<file path="config.mk">
export PLATFORM = sky130hd
export DESIGN_NAME = fc_layer_top
export DESIGN_NICKNAME = d
export VERILOG_FILES = /design/src/fc_data_pkg.sv /design/src/fc_ctrl_pkg.sv /design/src/fc_tile_if.sv /design/src/fc_tile_sequencer.sv /design/src/fc_mac_engine.sv /design/src/fc_requant.sv /design/src/fc_layer_top.sv
export SDC_FILE = /design/constraint.sdc
export NUM_CORES = 1
export LEC_CHECK = 0
export BUFFER_PORTS_ARGS = -buffer_cell sky130_fd_sc_hd__buf_2
export CORE_MARGIN = 10
export CORE_UTILIZATION = 56
export CTS_CLUSTER_DIAMETER = 100
export DETAILED_ROUTE_END_ITERATION = 12
export PLACE_DENSITY = 0.74
export SLEW_MARGIN = 25
export SYNTH_ARGS = -nofsm -noshare
export SYNTH_HDL_FRONTEND = slang
export SYNTH_SLANG_ARGS = --single-unit
</file>
<file path="constraint.sdc">
create_clock -name clk -period 22 [get_ports clk]
set_clock_uncertainty 0.15 [all_clocks]
set_input_delay 2.2 -clock clk [delete_from_list [all_inputs] [get_ports clk]]
set_output_delay 2.2 -clock clk [all_outputs]
set_load 0.02 [all_outputs]
</file>
<file path="src/fc_data_pkg.sv">
/*
 * Fully connected layer numeric types
 * Activations, weights, bias and accumulator widths plus the lane count
 */

`default_nettype none

package fc_data_pkg;

    // Activations per input tile, also the multiplier count
    localparam int LANES = 4;

    // Input and output feature map element
    typedef logic signed [7:0] act_t;

    // Single weight
    typedef logic signed [7:0] weight_t;

    // LANES weights per memory word, lane 0 in the low byte
    typedef logic [LANES*8-1:0] weight_word_t;

    // Bias as stored in memory
    typedef logic signed [15:0] bias_t;

    // Partial sum, wide enough for the full dot product
    typedef logic signed [23:0] acc_t;

endpackage

`default_nettype wire

</file>
<file path="src/fc_ctrl_pkg.sv">
/*
 * Fully connected layer control types
 * Memory address widths, channel index and FSM state encodings
 */

`default_nettype none

package fc_ctrl_pkg;

    // Input feature map address, one activation per address
    typedef logic [9:0] in_addr_t;

    // Weight word address, och * ICH_B + input block
    typedef logic [11:0] w_addr_t;

    // Output channel index, also bias and output memory address
    typedef logic [7:0] och_idx_t;

    // Tile sequencer FSM
    typedef enum logic [1:0] {S_IDLE, S_ISSUE, S_WAIT_TILE, S_DRAIN} seq_state_t;

    // MAC engine FSM
    typedef enum logic [1:0] {M_IDLE, M_LOAD, M_MAC} mac_state_t;

endpackage

`default_nettype wire

</file>
<file path="src/fc_tile_if.sv">
/*
 * Tile command channel from the sequencer to the MAC engine
 */

`default_nettype none

interface fc_tile_if;

    // Command, valid with the tile_start pulse
    logic                  tile_start;
    logic                  first_ich;
    logic                  last_ich;
    fc_ctrl_pkg::in_addr_t in_base;
    fc_ctrl_pkg::w_addr_t  w_base;

    // Completion pulse back to the sequencer
    logic                  tile_done;

    modport seq (output tile_start, first_ich, last_ich, in_base, w_base, input tile_done);
    modport mac (input tile_start, first_ich, last_ich, in_base, w_base, output tile_done);

endinterface

`default_nettype wire

</file>
<file path="src/fc_tile_sequencer.sv">
/*
 * Tile sequencer for the fully connected layer
 * Walks input and output blocks, issues tile commands, reports run status
 */

`default_nettype none

module fc_tile_sequencer #(
    parameter int ICH_B = 4,
    parameter int OCH_B = 2,
    parameter int OCH_T = 4
) (
    input  logic      clk,
    input  logic      areset,
    input  logic      i_run,
    input  logic      i_layer_written,
    fc_tile_if.seq    tile,
    output logic      o_idle,
    output logic      o_run,
    output logic      o_done,
    output logic      o_en_err
);

    localparam int ICH_W = (ICH_B > 1) ? $clog2(ICH_B) : 1;
    localparam int OCH_W = (OCH_B > 1) ? $clog2(OCH_B) : 1;

    fc_ctrl_pkg::seq_state_t state;
    logic [ICH_W-1:0]        r_ich;
    logic [OCH_W-1:0]        r_och;
    logic                    r_run;
    logic                    r_done;
    logic                    r_err;

    //======================================================================
    // Tile FSM and block counters
    //======================================================================
    always_ff @(posedge clk) begin
        if (areset) begin
            state  <= fc_ctrl_pkg::S_IDLE;
            r_ich  <= '0;
            r_och  <= '0;
            r_run  <= 1'b0;
            r_done <= 1'b0;
            r_err  <= 1'b0;
        end else begin
            // Done one cycle after the last output write
            r_done <= (state == fc_ctrl_pkg::S_DRAIN) && i_layer_written;
            // Sticky, run request while busy
            if (i_run && r_run) begin
                r_err <= 1'b1;
            end
            case (state)
                fc_ctrl_pkg::S_IDLE: begin
                    if (i_run) begin
                        r_run <= 1'b1;
                        r_ich <= '0;
                        r_och <= '0;
                        state <= fc_ctrl_pkg::S_ISSUE;
                    end
                end
                // Single cycle, tile_start is high here
                fc_ctrl_pkg::S_ISSUE: begin
                    state <= fc_ctrl_pkg::S_WAIT_TILE;
                end
                fc_ctrl_pkg::S_WAIT_TILE: begin
                    if (tile.tile_done) begin
                        if (tile.last_ich) begin
                            r_ich <= '0;
                            if (r_och == OCH_W'(OCH_B - 1)) begin
                                // All tiles issued, wait for the requantizer
                                state <= fc_ctrl_pkg::S_DRAIN;
                            end else begin
                                r_och <= r_och + 1'b1;
                                state <= fc_ctrl_pkg::S_ISSUE;
                            end
                        end else begin
                            r_ich <= r_ich + 1'b1;
                            state <= fc_ctrl_pkg::S_ISSUE;
                        end
                    end
                end
                fc_ctrl_pkg::S_DRAIN: begin
                    if (i_layer_written) begin
                        // Run flag drops together with done
                        r_run <= 1'b0;
                        state <= fc_ctrl_pkg::S_IDLE;
                    end
                end
                default: state <= fc_ctrl_pkg::S_IDLE;
            endcase
        end
    end

    //======================================================================
    // Tile command
    //======================================================================
    assign tile.tile_start = (state == fc_ctrl_pkg::S_ISSUE);
    assign tile.first_ich  = (r_ich == '0);
    assign tile.last_ich   = (r_ich == ICH_W'(ICH_B - 1));

    // Input tile starts at ich * LANES
    assign tile.in_base = fc_ctrl_pkg::in_addr_t'(r_ich)
                        * fc_ctrl_pkg::in_addr_t'(fc_data_pkg::LANES);

    // First channel of the output block, at this input block
    assign tile.w_base  = fc_ctrl_pkg::w_addr_t'(r_och)
                        * fc_ctrl_pkg::w_addr_t'(OCH_T * ICH_B)
                        + fc_ctrl_pkg::w_addr_t'(r_ich);

    // Status
    assign o_idle   = !r_run;
    assign o_run    = r_run;
    assign o_done   = r_done;
    assign o_en_err = r_err;

endmodule

`default_nettype wire

</file>
<file path="src/fc_mac_engine.sv">
/*
 * MAC engine, buffers one input tile and accumulates OCH_T channels
 * against weight words read at a stride of ICH_B
 */

`default_nettype none

module fc_mac_engine #(
    parameter int ICH_B = 4,
    parameter int OCH_T = 4
) (
    input  logic                       clk,
    input  logic                       areset,
    fc_tile_if.mac                     tile,
    output fc_ctrl_pkg::in_addr_t      o_in_addr,
    output logic                       o_in_ce,
    input  fc_data_pkg::act_t          i_in_q,
    output fc_ctrl_pkg::w_addr_t       o_w_addr,
    output logic                       o_w_ce,
    input  fc_data_pkg::weight_word_t  i_w_q,
    output logic                       o_acc_valid,
    output fc_ctrl_pkg::och_idx_t      o_acc_idx,
    output fc_data_pkg::acc_t          o_acc_value
);

    localparam int LANES   = fc_data_pkg::LANES;
    localparam int W_BITS  = $bits(fc_data_pkg::weight_t);
    localparam int CNT_MAX = (LANES > OCH_T) ? LANES : OCH_T;
    localparam int CNT_W   = (CNT_MAX > 1) ? $clog2(CNT_MAX) : 1;

    fc_ctrl_pkg::mac_state_t state;
    logic [CNT_W-1:0]        r_cnt;
    fc_ctrl_pkg::in_addr_t   r_in_addr;
    fc_ctrl_pkg::w_addr_t    r_w_addr;
    fc_ctrl_pkg::och_idx_t   r_och_base;
    logic                    r_first;
    logic                    r_last;

    // Activation capture, one cycle behind the read
    logic                    r_in_ce_d;
    logic [CNT_W-1:0]        r_lane_d;
    fc_data_pkg::act_t       act_buf [LANES];

    // Pipeline tag, stage 1 holds the returning word, stage 2 the dot product
    logic                    r_v1;
    logic                    r_first1;
    logic                    r_last1;
    logic [CNT_W-1:0]        r_ch1;
    logic                    r_v2;
    logic                    r_first2;
    logic                    r_last2;
    logic [CNT_W-1:0]        r_ch2;

    logic signed [2*W_BITS-1:0] prod [LANES];
    fc_data_pkg::acc_t       dot;
    fc_data_pkg::acc_t       r_dot;
    fc_data_pkg::acc_t       acc_next;
    fc_data_pkg::acc_t       acc_bank [OCH_T];
    logic                    r_tile_done;

    //======================================================================
    // Read FSM, LANES activation reads then OCH_T weight reads
    //======================================================================
    always_ff @(posedge clk) begin
        if (areset) begin
            state <= fc_ctrl_pkg::M_IDLE;
            r_cnt <= '0;
        end else begin
            case (state)
                fc_ctrl_pkg::M_IDLE: begin
                    if (tile.tile_start) begin
                        r_cnt <= '0;
                        state <= fc_ctrl_pkg::M_LOAD;
                    end
                end
                fc_ctrl_pkg::M_LOAD: begin
                    if (r_cnt == CNT_W'(LANES - 1)) begin
                        r_cnt <= '0;
                        state <= fc_ctrl_pkg::M_MAC;
                    end else begin
                        r_cnt <= r_cnt + 1'b1;
                    end
                end
                fc_ctrl_pkg::M_MAC: begin
                    if (r_cnt == CNT_W'(OCH_T - 1)) begin
                        r_cnt <= '0;
                        state <= fc_ctrl_pkg::M_IDLE;
                    end else begin
                        r_cnt <= r_cnt + 1'b1;
                    end
                end
                default: state <= fc_ctrl_pkg::M_IDLE;
            endcase
        end
    end

    // Tile command latch and address walk
    always_ff @(posedge clk) begin
        if ((state == fc_ctrl_pkg::M_IDLE) && tile.tile_start) begin
            r_in_addr  <= tile.in_base;
            r_w_addr   <= tile.w_base;
            // Channel base recovered from the weight stride
            r_och_base <= fc_ctrl_pkg::och_idx_t'(tile.w_base
                          / fc_ctrl_pkg::w_addr_t'(ICH_B));
            r_first    <= tile.first_ich;
            r_last     <= tile.last_ich;
        end else if (state == fc_ctrl_pkg::M_LOAD) begin
            r_in_addr <= r_in_addr + 1'b1;
        end else if (state == fc_ctrl_pkg::M_MAC) begin
            r_w_addr <= r_w_addr + fc_ctrl_pkg::w_addr_t'(ICH_B);
        end
    end

    assign o_in_ce   = (state == fc_ctrl_pkg::M_LOAD);
    assign o_in_addr = r_in_addr;
    assign o_w_ce    = (state == fc_ctrl_pkg::M_MAC);
    assign o_w_addr  = r_w_addr;

    //======================================================================
    // Dot product of one weight word with the buffered tile
    //======================================================================
    always_comb begin
        dot = '0;
        for (int i = 0; i < LANES; i++) begin
            prod[i] = act_buf[i] * fc_data_pkg::weight_t'(i_w_q[i*W_BITS +: W_BITS]);
            dot     = dot + fc_data_pkg::acc_t'(prod[i]);
        end
    end

    // First input block replaces the stale partial sum
    assign acc_next = r_first2 ? r_dot : acc_bank[r_ch2] + r_dot;

    // Valid flags
    always_ff @(posedge clk) begin
        if (areset) begin
            r_in_ce_d   <= 1'b0;
            r_v1        <= 1'b0;
            r_v2        <= 1'b0;
            r_tile_done <= 1'b0;
        end else begin
            r_in_ce_d   <= o_in_ce;
            r_v1        <= o_w_ce;
            r_v2        <= r_v1;
            r_tile_done <= r_v2 && (r_ch2 == CNT_W'(OCH_T - 1));
        end
    end

    // Payload and tags
    always_ff @(posedge clk) begin
        r_lane_d <= r_cnt;
        if (r_in_ce_d) begin
            act_buf[r_lane_d] <= i_in_q;
        end
        r_ch1    <= r_cnt;
        r_first1 <= r_first;
        r_last1  <= r_last;
        r_ch2    <= r_ch1;
        r_first2 <= r_first1;
        r_last2  <= r_last1;
        r_dot    <= dot;
        if (r_v2) begin
            acc_bank[r_ch2] <= acc_next;
        end
    end

    // Finished sums go out with the last input block update
    assign o_acc_valid    = r_v2 && r_last2;
    assign o_acc_idx      = r_och_base + fc_ctrl_pkg::och_idx_t'(r_ch2);
    assign o_acc_value    = acc_next;
    assign tile.tile_done = r_tile_done;

endmodule

`default_nettype wire

</file>
<file path="src/fc_requant.sv">
/*
 * Requantizer, adds bias, rescales by right shift, ReLU and
 * saturation to 8 bits, then writes the output memory
 */

`default_nettype none

module fc_requant #(
    parameter int OCH_B       = 2,
    parameter int OCH_T       = 4,
    parameter int SCALE_SHIFT = 8,
    parameter int RELU        = 1
) (
    input  logic                  clk,
    input  logic                  areset,
    input  logic                  i_acc_valid,
    input  fc_ctrl_pkg::och_idx_t i_acc_idx,
    input  fc_data_pkg::acc_t     i_acc_value,
    output fc_ctrl_pkg::och_idx_t o_b_addr,
    output logic                  o_b_ce,
    input  fc_data_pkg::bias_t    i_b_q,
    output fc_ctrl_pkg::och_idx_t o_out_addr,
    output logic                  o_out_ce,
    output fc_data_pkg::act_t     o_out_d,
    output logic                  o_layer_written
);

    localparam int OCH = OCH_B * OCH_T;
    localparam int ACT_BITS = $bits(fc_data_pkg::act_t);
    localparam fc_data_pkg::acc_t SAT_HI = fc_data_pkg::acc_t'(2 ** (ACT_BITS - 1) - 1);
    localparam fc_data_pkg::acc_t SAT_LO = fc_data_pkg::acc_t'(-(2 ** (ACT_BITS - 1)));

    logic                  r_v1;
    fc_ctrl_pkg::och_idx_t r_idx1;
    fc_data_pkg::acc_t     r_acc1;
    fc_data_pkg::acc_t     biased;
    fc_data_pkg::acc_t     shifted;
    fc_data_pkg::act_t     quant;

    // Bias read issued with the incoming sum
    assign o_b_ce   = i_acc_valid;
    assign o_b_addr = i_acc_idx;

    //======================================================================
    // Rescale and clamp, bias arrives one cycle after the read
    //======================================================================
    always_comb begin
        biased  = r_acc1 + fc_data_pkg::acc_t'(i_b_q);
        shifted = biased >>> SCALE_SHIFT;
        if ((RELU != 0) && (shifted < 0)) begin
            quant = '0;
        end else if (shifted > SAT_HI) begin
            quant = fc_data_pkg::act_t'(SAT_HI);
        end else if (shifted < SAT_LO) begin
            quant = fc_data_pkg::act_t'(SAT_LO);
        end else begin
            quant = fc_data_pkg::act_t'(shifted);
        end
    end

    // Write strobes
    always_ff @(posedge clk) begin
        if (areset) begin
            r_v1            <= 1'b0;
            o_out_ce        <= 1'b0;
            o_layer_written <= 1'b0;
        end else begin
            r_v1            <= i_acc_valid;
            o_out_ce        <= r_v1;
            // Last channel of the layer
            o_layer_written <= r_v1 && (r_idx1 == fc_ctrl_pkg::och_idx_t'(OCH - 1));
        end
    end

    // Sum, index and output data
    always_ff @(posedge clk) begin
        r_idx1     <= i_acc_idx;
        r_acc1     <= i_acc_value;
        o_out_addr <= r_idx1;
        o_out_d    <= quant;
    end

endmodule

`default_nettype wire

</file>
<file path="src/fc_layer_top.sv">
/*
 * Fully connected layer, tile sequencer, MAC engine and requantizer
 */

`default_nettype none

module fc_layer_top #(
    parameter int ICH_B       = 4,
    parameter int OCH_B       = 2,
    parameter int OCH_T       = 4,
    parameter int SCALE_SHIFT = 8,
    parameter int RELU        = 1
) (
    input  logic                      clk,
    input  logic                      areset,
    input  logic                      i_run,
    output logic                      o_idle,
    output logic                      o_run,
    output logic                      o_done,
    output logic                      o_en_err,
    // Input feature map memory
    output fc_ctrl_pkg::in_addr_t     o_in_addr,
    output logic                      o_in_ce,
    input  fc_data_pkg::act_t         i_in_q,
    // Weight memory
    output fc_ctrl_pkg::w_addr_t      o_w_addr,
    output logic                      o_w_ce,
    input  fc_data_pkg::weight_word_t i_w_q,
    // Bias memory
    output fc_ctrl_pkg::och_idx_t     o_b_addr,
    output logic                      o_b_ce,
    input  fc_data_pkg::bias_t        i_b_q,
    // Output memory
    output fc_ctrl_pkg::och_idx_t     o_out_addr,
    output logic                      o_out_ce,
    output fc_data_pkg::act_t         o_out_d
);

    fc_tile_if tile_if ();

    // MAC engine to requantizer
    logic                  acc_valid;
    fc_ctrl_pkg::och_idx_t acc_idx;
    fc_data_pkg::acc_t     acc_value;
    logic                  layer_written;

    fc_tile_sequencer #(.ICH_B(ICH_B), .OCH_B(OCH_B), .OCH_T(OCH_T)) u_seq (
        .clk(clk), .areset(areset), .i_run(i_run), .i_layer_written(layer_written),
        .tile(tile_if.seq), .o_idle(o_idle), .o_run(o_run), .o_done(o_done),
        .o_en_err(o_en_err)
    );

    fc_mac_engine #(.ICH_B(ICH_B), .OCH_T(OCH_T)) u_mac (
        .clk(clk), .areset(areset), .tile(tile_if.mac),
        .o_in_addr(o_in_addr), .o_in_ce(o_in_ce), .i_in_q(i_in_q),
        .o_w_addr(o_w_addr), .o_w_ce(o_w_ce), .i_w_q(i_w_q),
        .o_acc_valid(acc_valid), .o_acc_idx(acc_idx), .o_acc_value(acc_value)
    );

    fc_requant #(
        .OCH_B(OCH_B), .OCH_T(OCH_T), .SCALE_SHIFT(SCALE_SHIFT), .RELU(RELU)
    ) u_requant (
        .clk(clk), .areset(areset),
        .i_acc_valid(acc_valid), .i_acc_idx(acc_idx), .i_acc_value(acc_value),
        .o_b_addr(o_b_addr), .o_b_ce(o_b_ce), .i_b_q(i_b_q),
        .o_out_addr(o_out_addr), .o_out_ce(o_out_ce), .o_out_d(o_out_d),
        .o_layer_written(layer_written)
    );

endmodule

`default_nettype wire

</file>
* Yosys cells after proc, flatten, opt, wreduce, memory -nomap -nowiden
Memories as Yosys holds them, arrays and structs flattened. A register that Yosys moved wholly into a read port is not among the register bits.
Index checks and enable logic that the tools add are counted.
** Word-level totals
- Bits in registers :: 131
- Bits in latches :: 0
- Memory bits (writable) :: 128
- Memory bits (read-only) :: 0
- Input port bits :: 59
- Output and inout bits :: 54
- Memories :: 2
** Memories
- u_mac.acc_bank :: words 4, width 24, rd ports 1, clocked after Yosys merged registers in 1, write ports 1, line fc_mac_engine.sv:58 : fc_data_pkg::acc_t acc_bank [OCH_T];
- u_mac.act_buf :: words 4, width 8, rd ports 4, clocked after Yosys merged registers in 0, write ports 1, line fc_mac_engine.sv:42 : fc_data_pkg::act_t act_buf [LANES];
** Operators by class
- Add/sub/neg operators :: 12
- Multipliers :: 4
- Divide/modulo/power cells :: 0
- $lt $le $gt $ge :: 3
- Equal/unequal tests :: 17
- Shift-type cells :: 0
- Mux-type cells :: 37
- Bitwise operators :: 0
- Reduce and logical (&&, ||, !) cells :: 24
** Operators with widths (number)
- multiplier 8 x 8 -> 16 bit :: 4
- adder 24 x 16 -> 24 bit :: 2
- two-way mux 12 bit :: 3
- two-way mux 2 bit :: 13
- adder 24 bit :: 1
- two-way mux 24 bit :: 1
- adder 17 x 16 -> 18 bit :: 1
- adder 16 x 16 -> 17 bit :: 1
- > comparator 16 x 8 -> 1 bit (second input constant) :: 1
- less-than comparator 16 x 1 -> 1 bit (second input constant) :: 1
- less-than comparator 16 x 8 -> 1 bit (second input constant) :: 1
- != test 2 x 1 -> 1 bit (second input constant) :: 7
- adder 12 x 3 -> 12 bit (second input constant) :: 1
- == test 2 bit (second input constant) :: 6
- AND reduction 3 bit :: 4
- adder 10 x 1 -> 10 bit (second input constant) :: 1
- two-way mux 1 bit :: 10
- nonzero test 2 bit :: 5
- adder 8 x 2 -> 8 bit :: 1
- == test 8 x 3 -> 1 bit (second input constant) :: 1
- two-way mux 4 bit :: 2
- two-way mux 8 bit :: 1
- one-hot mux 2 bit (2 select lines) :: 2
- one-hot mux 2 bit (4 select lines) :: 1
- 14 further kinds :: 26

* Depth between registers and ports, before layout
Gate-level depths: netlist of run 1.
- Depth in word-level cells :: 5
- Mapped depth :: 38
- Depth with buffers taken out :: 38

* Modules after synthesis
A second synthesis of run 1 with hierarchy kept.
** Second synthesis, totals
- Cells, all modules :: 2016
- Area total of the unflattened synthesis :: 22311.4 um^2
** By module, submodules not included
- fc_mac_engine :: times used 1, cells an instance 1726, area each 19472.4 um^2, seq. area each 5505.3 um^2
- fc_requant :: times used 1, cells an instance 227, area each 2297.2 um^2, seq. area each 1021.0 um^2
- fc_tile_sequencer :: times used 1, cells an instance 63, area each 541.8 um^2, seq. area each 160.2 um^2

* Worst setup path after synthesis of run 1
Ideal clock, no wire load.
- Path kind :: input -> register
- From :: in i_w_q[0]
- To :: reg u_mac.r_dot[21]
- Setup time :: 0.072 ns
- Data arrival time :: 11.454 ns
- Data required time :: 21.778 ns
- Setup slack :: 10.325 ns
- Stages on the path :: 35
- Path through :: and2_1 > fa_1 > fa_1 > inv_1 > fa_1 > inv_1 > fa_1 > fa_1 > fa_1 > inv_1 > fa_1 > inv_1 > ha_1 > a21oi_1 > nand2b_1 > a21oi_1 > o311a_1 > o311ai_0 > nand2b_1 > a21oi_1 > xor2_1 > fa_1 > inv_1 > fa_1 > fa_1 > fa_1 > ha_1 > ha_1 > a21o_1 > a21o_1 > a21oi_1 > o21ai_0 > a21o_1 > a21oi_1 > xor2_1
** On the way
- Word-level cells in the longest chain between the ends :: 4
** RTL lines
- start, declared :: line fc_layer_top.sv:28 : input fc_data_pkg::weight_word_t i_w_q,
- multiplier 8 x 8 -> 16 bit :: line fc_mac_engine.sv:125 : prod[i] = act_buf[i] * fc_data_pkg::weight_t'(i_w_q[i*W_BITS +: W_BITS]);
- adder 16 x 16 -> 17 bit :: line fc_mac_engine.sv:126 : dot = dot + fc_data_pkg::acc_t'(prod[i]);
- adder 17 x 16 -> 18 bit :: line fc_mac_engine.sv:126
- adder 24 x 16 -> 24 bit :: line fc_mac_engine.sv:126
- via u_mac.dot[21] :: line fc_mac_engine.sv:55 : fc_data_pkg::acc_t dot;
- end signal, assigned :: line fc_mac_engine.sv:160 : r_dot <= dot;
- end, declared :: line fc_mac_engine.sv:56 : fc_data_pkg::acc_t r_dot;
The timed path passes the listed nets, and every way through them passes these cells.
A chain may end at the register's enable or synchronous reset.

* Worst setup path in the final report of run 1
- From :: in i_w_q[3]
- To :: reg u_mac.r_dot[21]
The elaborated chain is that of the path after synthesis.

==> results.toml, run 1 <==
[critical_path]
rr_worst_depth = 32
critPathLaunchType = "primary input"
max_stage_delay_ns = 0.58
cp_num_cells = 34
cp.required_ns = 22.33
worstSetupPathType = "in -> reg"
critPathSlowestCell = "fa_1"
crit_path_end_kind = "flip-flop"
critPathBufInv = 7
cp.arrival_ns = 12.27
cp_max_fo = 8
crit_family = "adder cells"
crit_top_cell = "fa_1"

[yosys]
ys_dominant_reg_cell = "edfxtp_1"
netlist.area_leader.share_pct = 29.6
synth_top_cell_by_area = "fa_1"
ys_seq_area_share_pct = 28.8
synthArstFlopShare_pct = 0
synth_warnings = 0
synth_area_leaders = "fa_1 (30%), edfxtp_1 (20%), ha_1 (10%)"
ys_seq_elements = 242
synth.cell_area_mm2 = 0.0219
netlist_instances = 1999
synth_edf_count = 145
synth_cell_type_count = 72
syn_avg_cell_area_um2 = 10.9

[route]
drt_iter0_markers = 880
drtAntennaViolNets = 0
route.detailed.wl_per_inst_um = 17.2
route.vias.total = 14300
wl_um = 45700
dr.pass1.iters = 6
drcViolationCount = 0
avgViaCountPerCell = 5.38

[sta]
fmax_mhz = 83.7
setup_violations = 0
slew_violations = 0
final-hold-violation-count = 0
min_period_ns = 11.95
fin_crit_sh_pct = 54.3
relSlewSlack_pct = 26.8
rsz0062_at_grt = "false"
fin_setup_tns_ns = 0
worstMarginPinSlew_ns = 1.09

[clock_network]
numClockSinks = 242
cts_tree = "built"
path_clk_slew_ns = 0.06
ctsHoldBuffers = 0
post_cts_buffers = 0
cts-resized-gates = 0
worst_skew_pair.late_latency_ns = 0.58
cts_made_buffers = 29
ctsRootBufferMaster = "clkbuf_16"
cts_buffer_depth = 3
htree_levels = 1

[layout]
layout.nets = 2675
fillers = 3075
synthToLayoutAreaGrowth_pct = 9.63
drive_gt1_share_pct = 9.67
stdcell_area_mm2 = 0.0240
diodes = 0

[global_route]
grt_pass1_vias = 15300
grt_use_met2_pct = 33.4
grt_start_max_net_pins = 46
antenna_found_initial = 1
grt_pass1_wl_um = 78200
grt_overflow = 0
grt_util_met1_pct = 27.8
gr-usage-all-layers_pct = 20.3
gr-usage-met3_pct = 3.47
grt-busiest-layer = "met2"

[worst_hold_path]
min_path_type = "reg -> reg"
min_path_cells = 0

[floorplan]
die_area_mm2 = 0.0474
ioPinCount = 113
core_mm2 = 0.0386
die-width_um = 218
initial_core_util_pct = 56.6
placementRows = 72
die_h_um = 218

[placement]
hpwl_um = 36700
place_area_mm2 = 0.0230
gp_congestion = 0.894
io_buffers = 102

[flow_run]
drv_cap = 0

[run_status]
status = "complete, no violations"
[through the flow]
step           utilization [%]  instances  setup WS (ns)  hold slack (ns)
2_1_floorplan                -       2009          10.32            0.160
3_3_place_gp              59.5       2604           9.67            0.161
3_5_place_dp              59.5       2604           9.57            0.163
4_1_cts                   62.0       2658          10.10            0.177
5_1_grt                   62.0       2658           9.56            0.179
6_report                  62.0       2658          10.06            0.176
[state kept, by name (all words and copies together), names as in the netlist, 3 cells and up]
| signal | flops |
|---|---|
| u_mac.acc_bank | 96 |
| u_mac.act_buf | 32 |
| u_mac.o_in_addr | 10 |
| u_mac.o_w_addr | 12 |
| u_mac.r_dot | 24 |
| u_requant.o_out_addr | 3 |
| u_requant.o_out_d | 8 |
| u_requant.r_acc1 | 24 |
| u_requant.r_idx1 | 3 |
[worst paths after layout]
| check | to | start | slack, ns |
|---|---|---|---|
| worst max register to register | u_mac.r_dot[21] | u_mac.act_buf[0][5] | 11.24 |
| worst min-delay path | u_mac.r_last2 | u_mac.r_last1 | 0.18 |
| worst min register to register | u_mac.r_last2 | u_mac.r_last1 | 0.18 |
| worst max-delay path | u_mac.r_dot[21] | i_w_q[3] | 10.06 |
[placed cells by master, fill, tap and decap left out, drive strengths merged, types with 5 or more instances in the layout]
cell type	n
inv	387
nand2b	25
clkbuf	35
xor2	39
and3	15
fa	323
nand2	162
nor2b	13
o21ai	55
mux4	24
o21bai	9
dfxtp	97
or3	11
a31oi	5
clkinv	12
nor2	82
conb	11
a21oi	76
nand4	7
nor3	13
nand3	25
a211oi	8
a21o	25
buf	111
edfxtp	145
xnor2	45
and2	135
ha	176
[layout make-up]
| cell class | count | area, µm² | area share, % |
|---|---|---|---|
| clock buffer | 35 | 788 | 3.29 |
| clock inverter | 19 | 213 | 0.887 |
| inverter | 384 | 1440 | 6.01 |
| multi-input combinational | 1349 | 14000 | 58.4 |
| sequential | 242 | 6300 | 26.3 |
| tap | 518 | 648 | 2.70 |
| timing repair buffer | 111 | 578 | 2.41 |
[logic make-up (layout without fill, tap and decap cells)]
logic type / Yosys count / in the layout / synth area share [%]
buffers and inverters: 418 / 549 / 7.37
and+or+nand+nor: 507 / 507 / 11.7
xor gates and xnor gates: 84 / 84 / 3.36
AOI/OAI and AO/OA: 219 / 219 / 6.41
muxes: 29 / 29 / 2.71
DFF: 242 / 242 / 28.8
adders and majority gates: 499 / 499 / 39.6
other: 1 / 11 / 0.0171
[Yosys cell counts (7+ instances only)]
| cell type | count |
|---|---|
| inv_1 | 383 |
| fa_1 | 323 |
| ha_1 | 176 |
| nand2_1 | 162 |
| edfxtp_1 | 145 |
| and2_1 | 135 |
| dfxtp_1 | 97 |
| nor2_1 | 82 |
| a21oi_1 | 75 |
| o21ai_0 | 51 |
| xnor2_1 | 45 |
| xor2_1 | 39 |
| a21o_1 | 25 |
| nand2b_1 | 25 |
| nand3_1 | 25 |
| mux4_2 | 24 |
| clkbuf_1 | 19 |
| and3_1 | 13 |
| nor2b_1 | 13 |
| nor3_1 | 13 |
| buf_4 | 11 |
| or3_1 | 11 |
| o21bai_1 | 9 |
| a211oi_1 | 7 |
| nand4_1 | 7 |
[per-layer routing]
layer	vias to the layer above	routed length, µm
met3	64	2760
li1	6650	-
met2	393	22000
met5	-	13
met4	2	942
met1	7202	20000
Power of run 1 is not shown: default switching activity piles up to over one toggle a cycle in this logic, so the estimate is an artifact.
==> run 2: changes to the inputs <==
clock period = 11.5 ns   (was 22 ns; I/O delays follow)
==> run 2 against run 1 <==
Against the previous run:
- non-clock buffer count did not move
- count of clock-buffer cells in the layout rose by 4
- utilization fell by 0.058 points
- first-iteration DRC count rose by 0.23%
- critical path depth did not move
- sequential cell count did not move
- critical path type unchanged
- critical endpoint unchanged
==> results.toml, run 2 (synthesis gave the netlist of run 1 again) <==
[floorplan]
core_mm2 = 0.0386
die-width_um = 218
initial_core_util_pct = 56.6
ioPinCount = 113
die_h_um = 218
placementRows = 72
die_area_mm2 = 0.0474

[sta]
fin_crit_sh_pct = 94.9
final-hold-violation-count = 0
fin_setup_tns_ns = 0
min_period_ns = 10.92
slew_violations = 0
worstMarginPinSlew_ns = 1.08
fmax_mhz = 91.6
setup_violations = 0
relSlewSlack_pct = 27.8
rsz0062_at_grt = "false"

[route]
avgViaCountPerCell = 5.37
drcViolationCount = 0
drt_iter0_markers = 882
route.detailed.wl_per_inst_um = 17.0
wl_um = 45100
dr.pass1.iters = 5
route.vias.total = 14300
drtAntennaViolNets = 0

[layout]
layout.nets = 2674
final_core_util_pct = 62.0
seq_area_mm2 = 0.00630
fillers = 3076
synthToLayoutAreaGrowth_pct = 9.53
final_cell_mix = "inv_1 (383), fa_1 (323), ha_1 (176)"
top_register = "u_mac.acc_bank"
drive_gt1_share_pct = 9.54
top_regs = "u_mac.acc_bank x96, u_mac.act_buf x32"
mostFrequentLayoutCell = "inv_1"
instances_no_fill = 2659
multi_input_area_mm2 = 0.0140
largest_register_ffs = 96

[clock_network]
ctsRootBufferMaster = "clkbuf_16"
cts_buffer_depth = 3
post_cts_buffers = 0
path_clk_slew_ns = 0.05
worst_skew_pair.late_latency_ns = 0.54
cts-resized-gates = 0
cts_made_buffers = 28
htree_levels = 1
numClockSinks = 242
cts_tree = "built"
ctsHoldBuffers = 0

[critical_path]
crit_family = "adder cells"
crit_path_end_kind = "flip-flop"
critPathBufInv = 7
max_stage_delay_ns = 0.58
critPathLaunchType = "primary input"
cp.required_ns = 11.82
critPathSlowestCell = "fa_1"
worstSetupPathType = "in -> reg"
crit_top_cell = "fa_1"
cp_max_fo = 8
cp.arrival_ns = 11.24

[global_route]
grt_overflow = 0
grt_pass1_vias = 15300
grt_start_max_net_pins = 46
gr-usage-all-layers_pct = 19.9
antenna_found_initial = 4
grt_pass1_wl_um = 76800

[flow_run]
drv_cap = 0

[placement]
hpwl_um = 36700
io_buffers = 102
dp_cells = 2604
gp_congestion = 0.894

[worst_hold_path]
min_path_type = "reg -> reg"

[run_status]
status = "complete, no violations"
## run 2: path summary, 6_finish.rpt
| path | slack [ns] | end | cells after the start | startpoint |
|---|---|---|---|---|
| hold / removal | 0.17 | u_mac.r_first2 | 0 | u_mac.r_first1 |
| setup / recovery | 0.58 | u_mac.r_dot[21] | 34 | i_w_q[3] |
| hold reg to reg | 0.17 | u_mac.r_first2 | 0 | u_mac.r_first1 |
| setup reg to reg | 0.74 | u_mac.r_dot[21] | 33 | u_mac.act_buf[0][2] |
## run 2: final cells by class
class,instances,area share (%)
Antenna cell,3,0.0313
Clock buffer,39,3.29
Clock inverter,13,0.768
Inverter,384,6.02
Multi-Input combinational cell,1349,58.5
Sequential cell,242,26.3
Tap cell,518,2.71
Timing Repair Buffer,111,2.41
## run 2: per-stage QoR
stage                     hold slack, ns  setup WS [ns]  instance area [µm²]
after floorplan                    0.160          0.875                21900
after global placement             0.161          0.223                23000
after detailed placement           0.163          0.119                23000
after CTS                          0.175          0.645                23900
after global routing               0.176         0.0104                24000
final                              0.175          0.583                24000
## run 2: layer usage
| metal | part of all wire (%) | vias to the layer above | track usage [%] |
|---|---|---|---|
| li1 | - | 6645 | - |
| met4 | 2.7 | 2 | 5.52 |
| met3 | 6.3 | 71 | 3.52 |
| met2 | 48 | 400 | 32.3 |
| met5 | 0.029 | - | 0 |
| met1 | 43 | 7148 | 27.1 |
Power of run 2 is left out for the same reason.
==> run 3: changes to the inputs <==
RECOVER_POWER = 50   (was not set)
SLEW_MARGIN = 20   (was 25)
==> run 3 against run 2 <==
Against the previous run:
- the flow now finishes with violations (capacitance limit, slew limit)
- register-to-register slack improved by 0.02 ns
- non-clock buffer count did not move
- cell area fell by 0.22%
- sequential cell count did not move
- critical endpoint unchanged
- via count barely moved
- die area did not move
- utilization fell by 0.14 points
- hold slack improved by 0.0016 ns
- sequential share of layout area rose by 0.053 points
==> results.toml, run 3 (synthesis gave the netlist of run 1 again) <==
[layout]
top_regs = "u_mac.acc_bank x96, u_mac.act_buf x32"
drive_gt1_share_pct = 8.61
final_cell_mix = "inv_1 (383), fa_1 (323), ha_1 (176)"
layout.nets = 2674
largest_register_ffs = 96
fillers = 3091
mostFrequentLayoutCell = "inv_1"
top_register = "u_mac.acc_bank"
synthToLayoutAreaGrowth_pct = 9.29

[sta]
final-hold-violation-count = 0
fin_crit_sh_pct = 94.8
setup_violations = 0
fmax_mhz = 91.7
slew_violations = 162
rsz0062_at_grt = "false"
worstMarginPinSlew_ns = 2.52
min_period_ns = 10.90
relSlewSlack_pct = -67.7
fin_setup_tns_ns = 0

[route]
dr.pass1.iters = 5
avgViaCountPerCell = 5.37
wl_um = 45100
drt_iter0_markers = 912
drcViolationCount = 0
route.vias.total = 14300
route.detailed.wl_per_inst_um = 16.9
drtAntennaViolNets = 0

[clock_network]
numClockSinks = 242
ctsRootBufferMaster = "clkbuf_16"
post_cts_buffers = 0
cts-resized-gates = 0
path_clk_slew_ns = 0.05
ctsHoldBuffers = 0
worst_skew_pair.late_latency_ns = 0.54
htree_levels = 1
cts_made_buffers = 28
cts_tree = "built"
cts_buffer_depth = 3

[critical_path]
crit_top_cell = "fa_1"
reg2reg_from = "u_mac.act_buf[0][2]"
cp.required_ns = 11.82
rr_worst_depth = 33
critPathLaunchType = "primary input"
worstSetupPathType = "in -> reg"
reg2reg_slack_ns = 0.76
cp_max_fo = 8
critPathSlowestCell = "fa_1"
crit_path_end_kind = "flip-flop"
worst_r2r_endpoint = "u_mac.r_dot[21]"
cp.arrival_ns = 11.23
max_stage_delay_ns = 0.58

[worst_hold_path]
min_path_cells = 0
min_from = "u_mac.r_first1"
min_to = "u_mac.r_first2"
min_path_type = "reg -> reg"

[flow_run]
drv_cap = 6

[placement]
io_buffers = 102
gp_congestion = 0.894
hpwl_um = 36700

[floorplan]
initial_core_util_pct = 56.6
placementRows = 72
die-width_um = 218
core_mm2 = 0.0386
die_area_mm2 = 0.0474
ioPinCount = 113
die_h_um = 218

[global_route]
gr-usage-all-layers_pct = 19.9
grt_overflow = 0
grt_start_max_net_pins = 46
grt_pass1_vias = 15300
grt_pass1_wl_um = 76800
antenna_found_initial = 4

[run_status]
violations = "capacitance limit, slew limit"
status = "complete, but fails checks"
run 3: changes by cell type in the layout (fill, tap and decap cells not counted), moves of 2 or more:
cell,delta
clkbuf_1,+17
buf_2,-9
nor3b_2,-2
buf_4,-8
and2_1,-2
and2_0,+2
nor3b_1,+2
run 3: final cells by class:
cell class                      count  area, µm²  share of cell area [%]
Antenna cell                        3       7.51                  0.0314
Clock buffer                       39        787                    3.29
Clock inverter                     13        184                   0.769
Inverter                          384       1440                    6.03
Multi-Input combinational cell   1349      14000                    58.6
Sequential cell                   242       6300                    26.3
Tap cell                          518        648                    2.71
Timing Repair Buffer              111        537                    2.25
run 3: worst max-delay path by stage:
stage              from         endpoint  slack [ns]  depth (start not counted)
4_1_cts        i_w_q[3]  u_mac.r_dot[21]        0.65                         34
3_3_place_gp   i_w_q[0]  u_mac.r_dot[21]        0.22                         33
6_report       i_w_q[3]  u_mac.r_dot[21]        0.60                         34
5_1_grt        i_w_q[0]  u_mac.r_dot[21]        0.01                         37
2_1_floorplan  i_w_q[0]  u_mac.r_dot[21]        0.87                         35
3_5_place_dp   i_w_q[3]  u_mac.r_dot[21]        0.12                         38
run 3: per-layer routing:
layer | routed length (µm) | vias up | global-route usage, %
li1 | - | 6645 | -
met1 | 19500 | 7147 | 27.1
met2 | 21600 | 426 | 32.3
met3 | 2940 | 60 | 3.52
met4 | 1070 | 2 | 5.52
met5 | 13 | - | 0
run 3: worst max-delay path: cells and delay by family:
kind	cells	cell delay (ns)
XOR/XNOR	1	0.15
AND/OR/NAND/NOR	4	0.72
buffers and inverters	7	0.50
adder cells (fa/ha/maj)	14	6.39
AO/OA/AOI/OAI	8	2.32
run 3: through the flow:
stage | hold WS (ns) | utilization [%] | std cells | cell area (µm²) | setup slack (ns)
global placement | 0.161 | 59.5 | 2604 | 23000 | 0.223
detailed placement | 0.163 | 59.5 | 2604 | 23000 | 0.119
CTS | 0.175 | 62.0 | 2656 | 23900 | 0.645
floorplan | 0.160 | - | 2009 | 21900 | 0.875
global route | 0.176 | 61.8 | 2659 | 23900 | 0.0104
finish | 0.177 | 61.8 | 2659 | 23900 | 0.596
Power of run 3 is left out for the same reason.
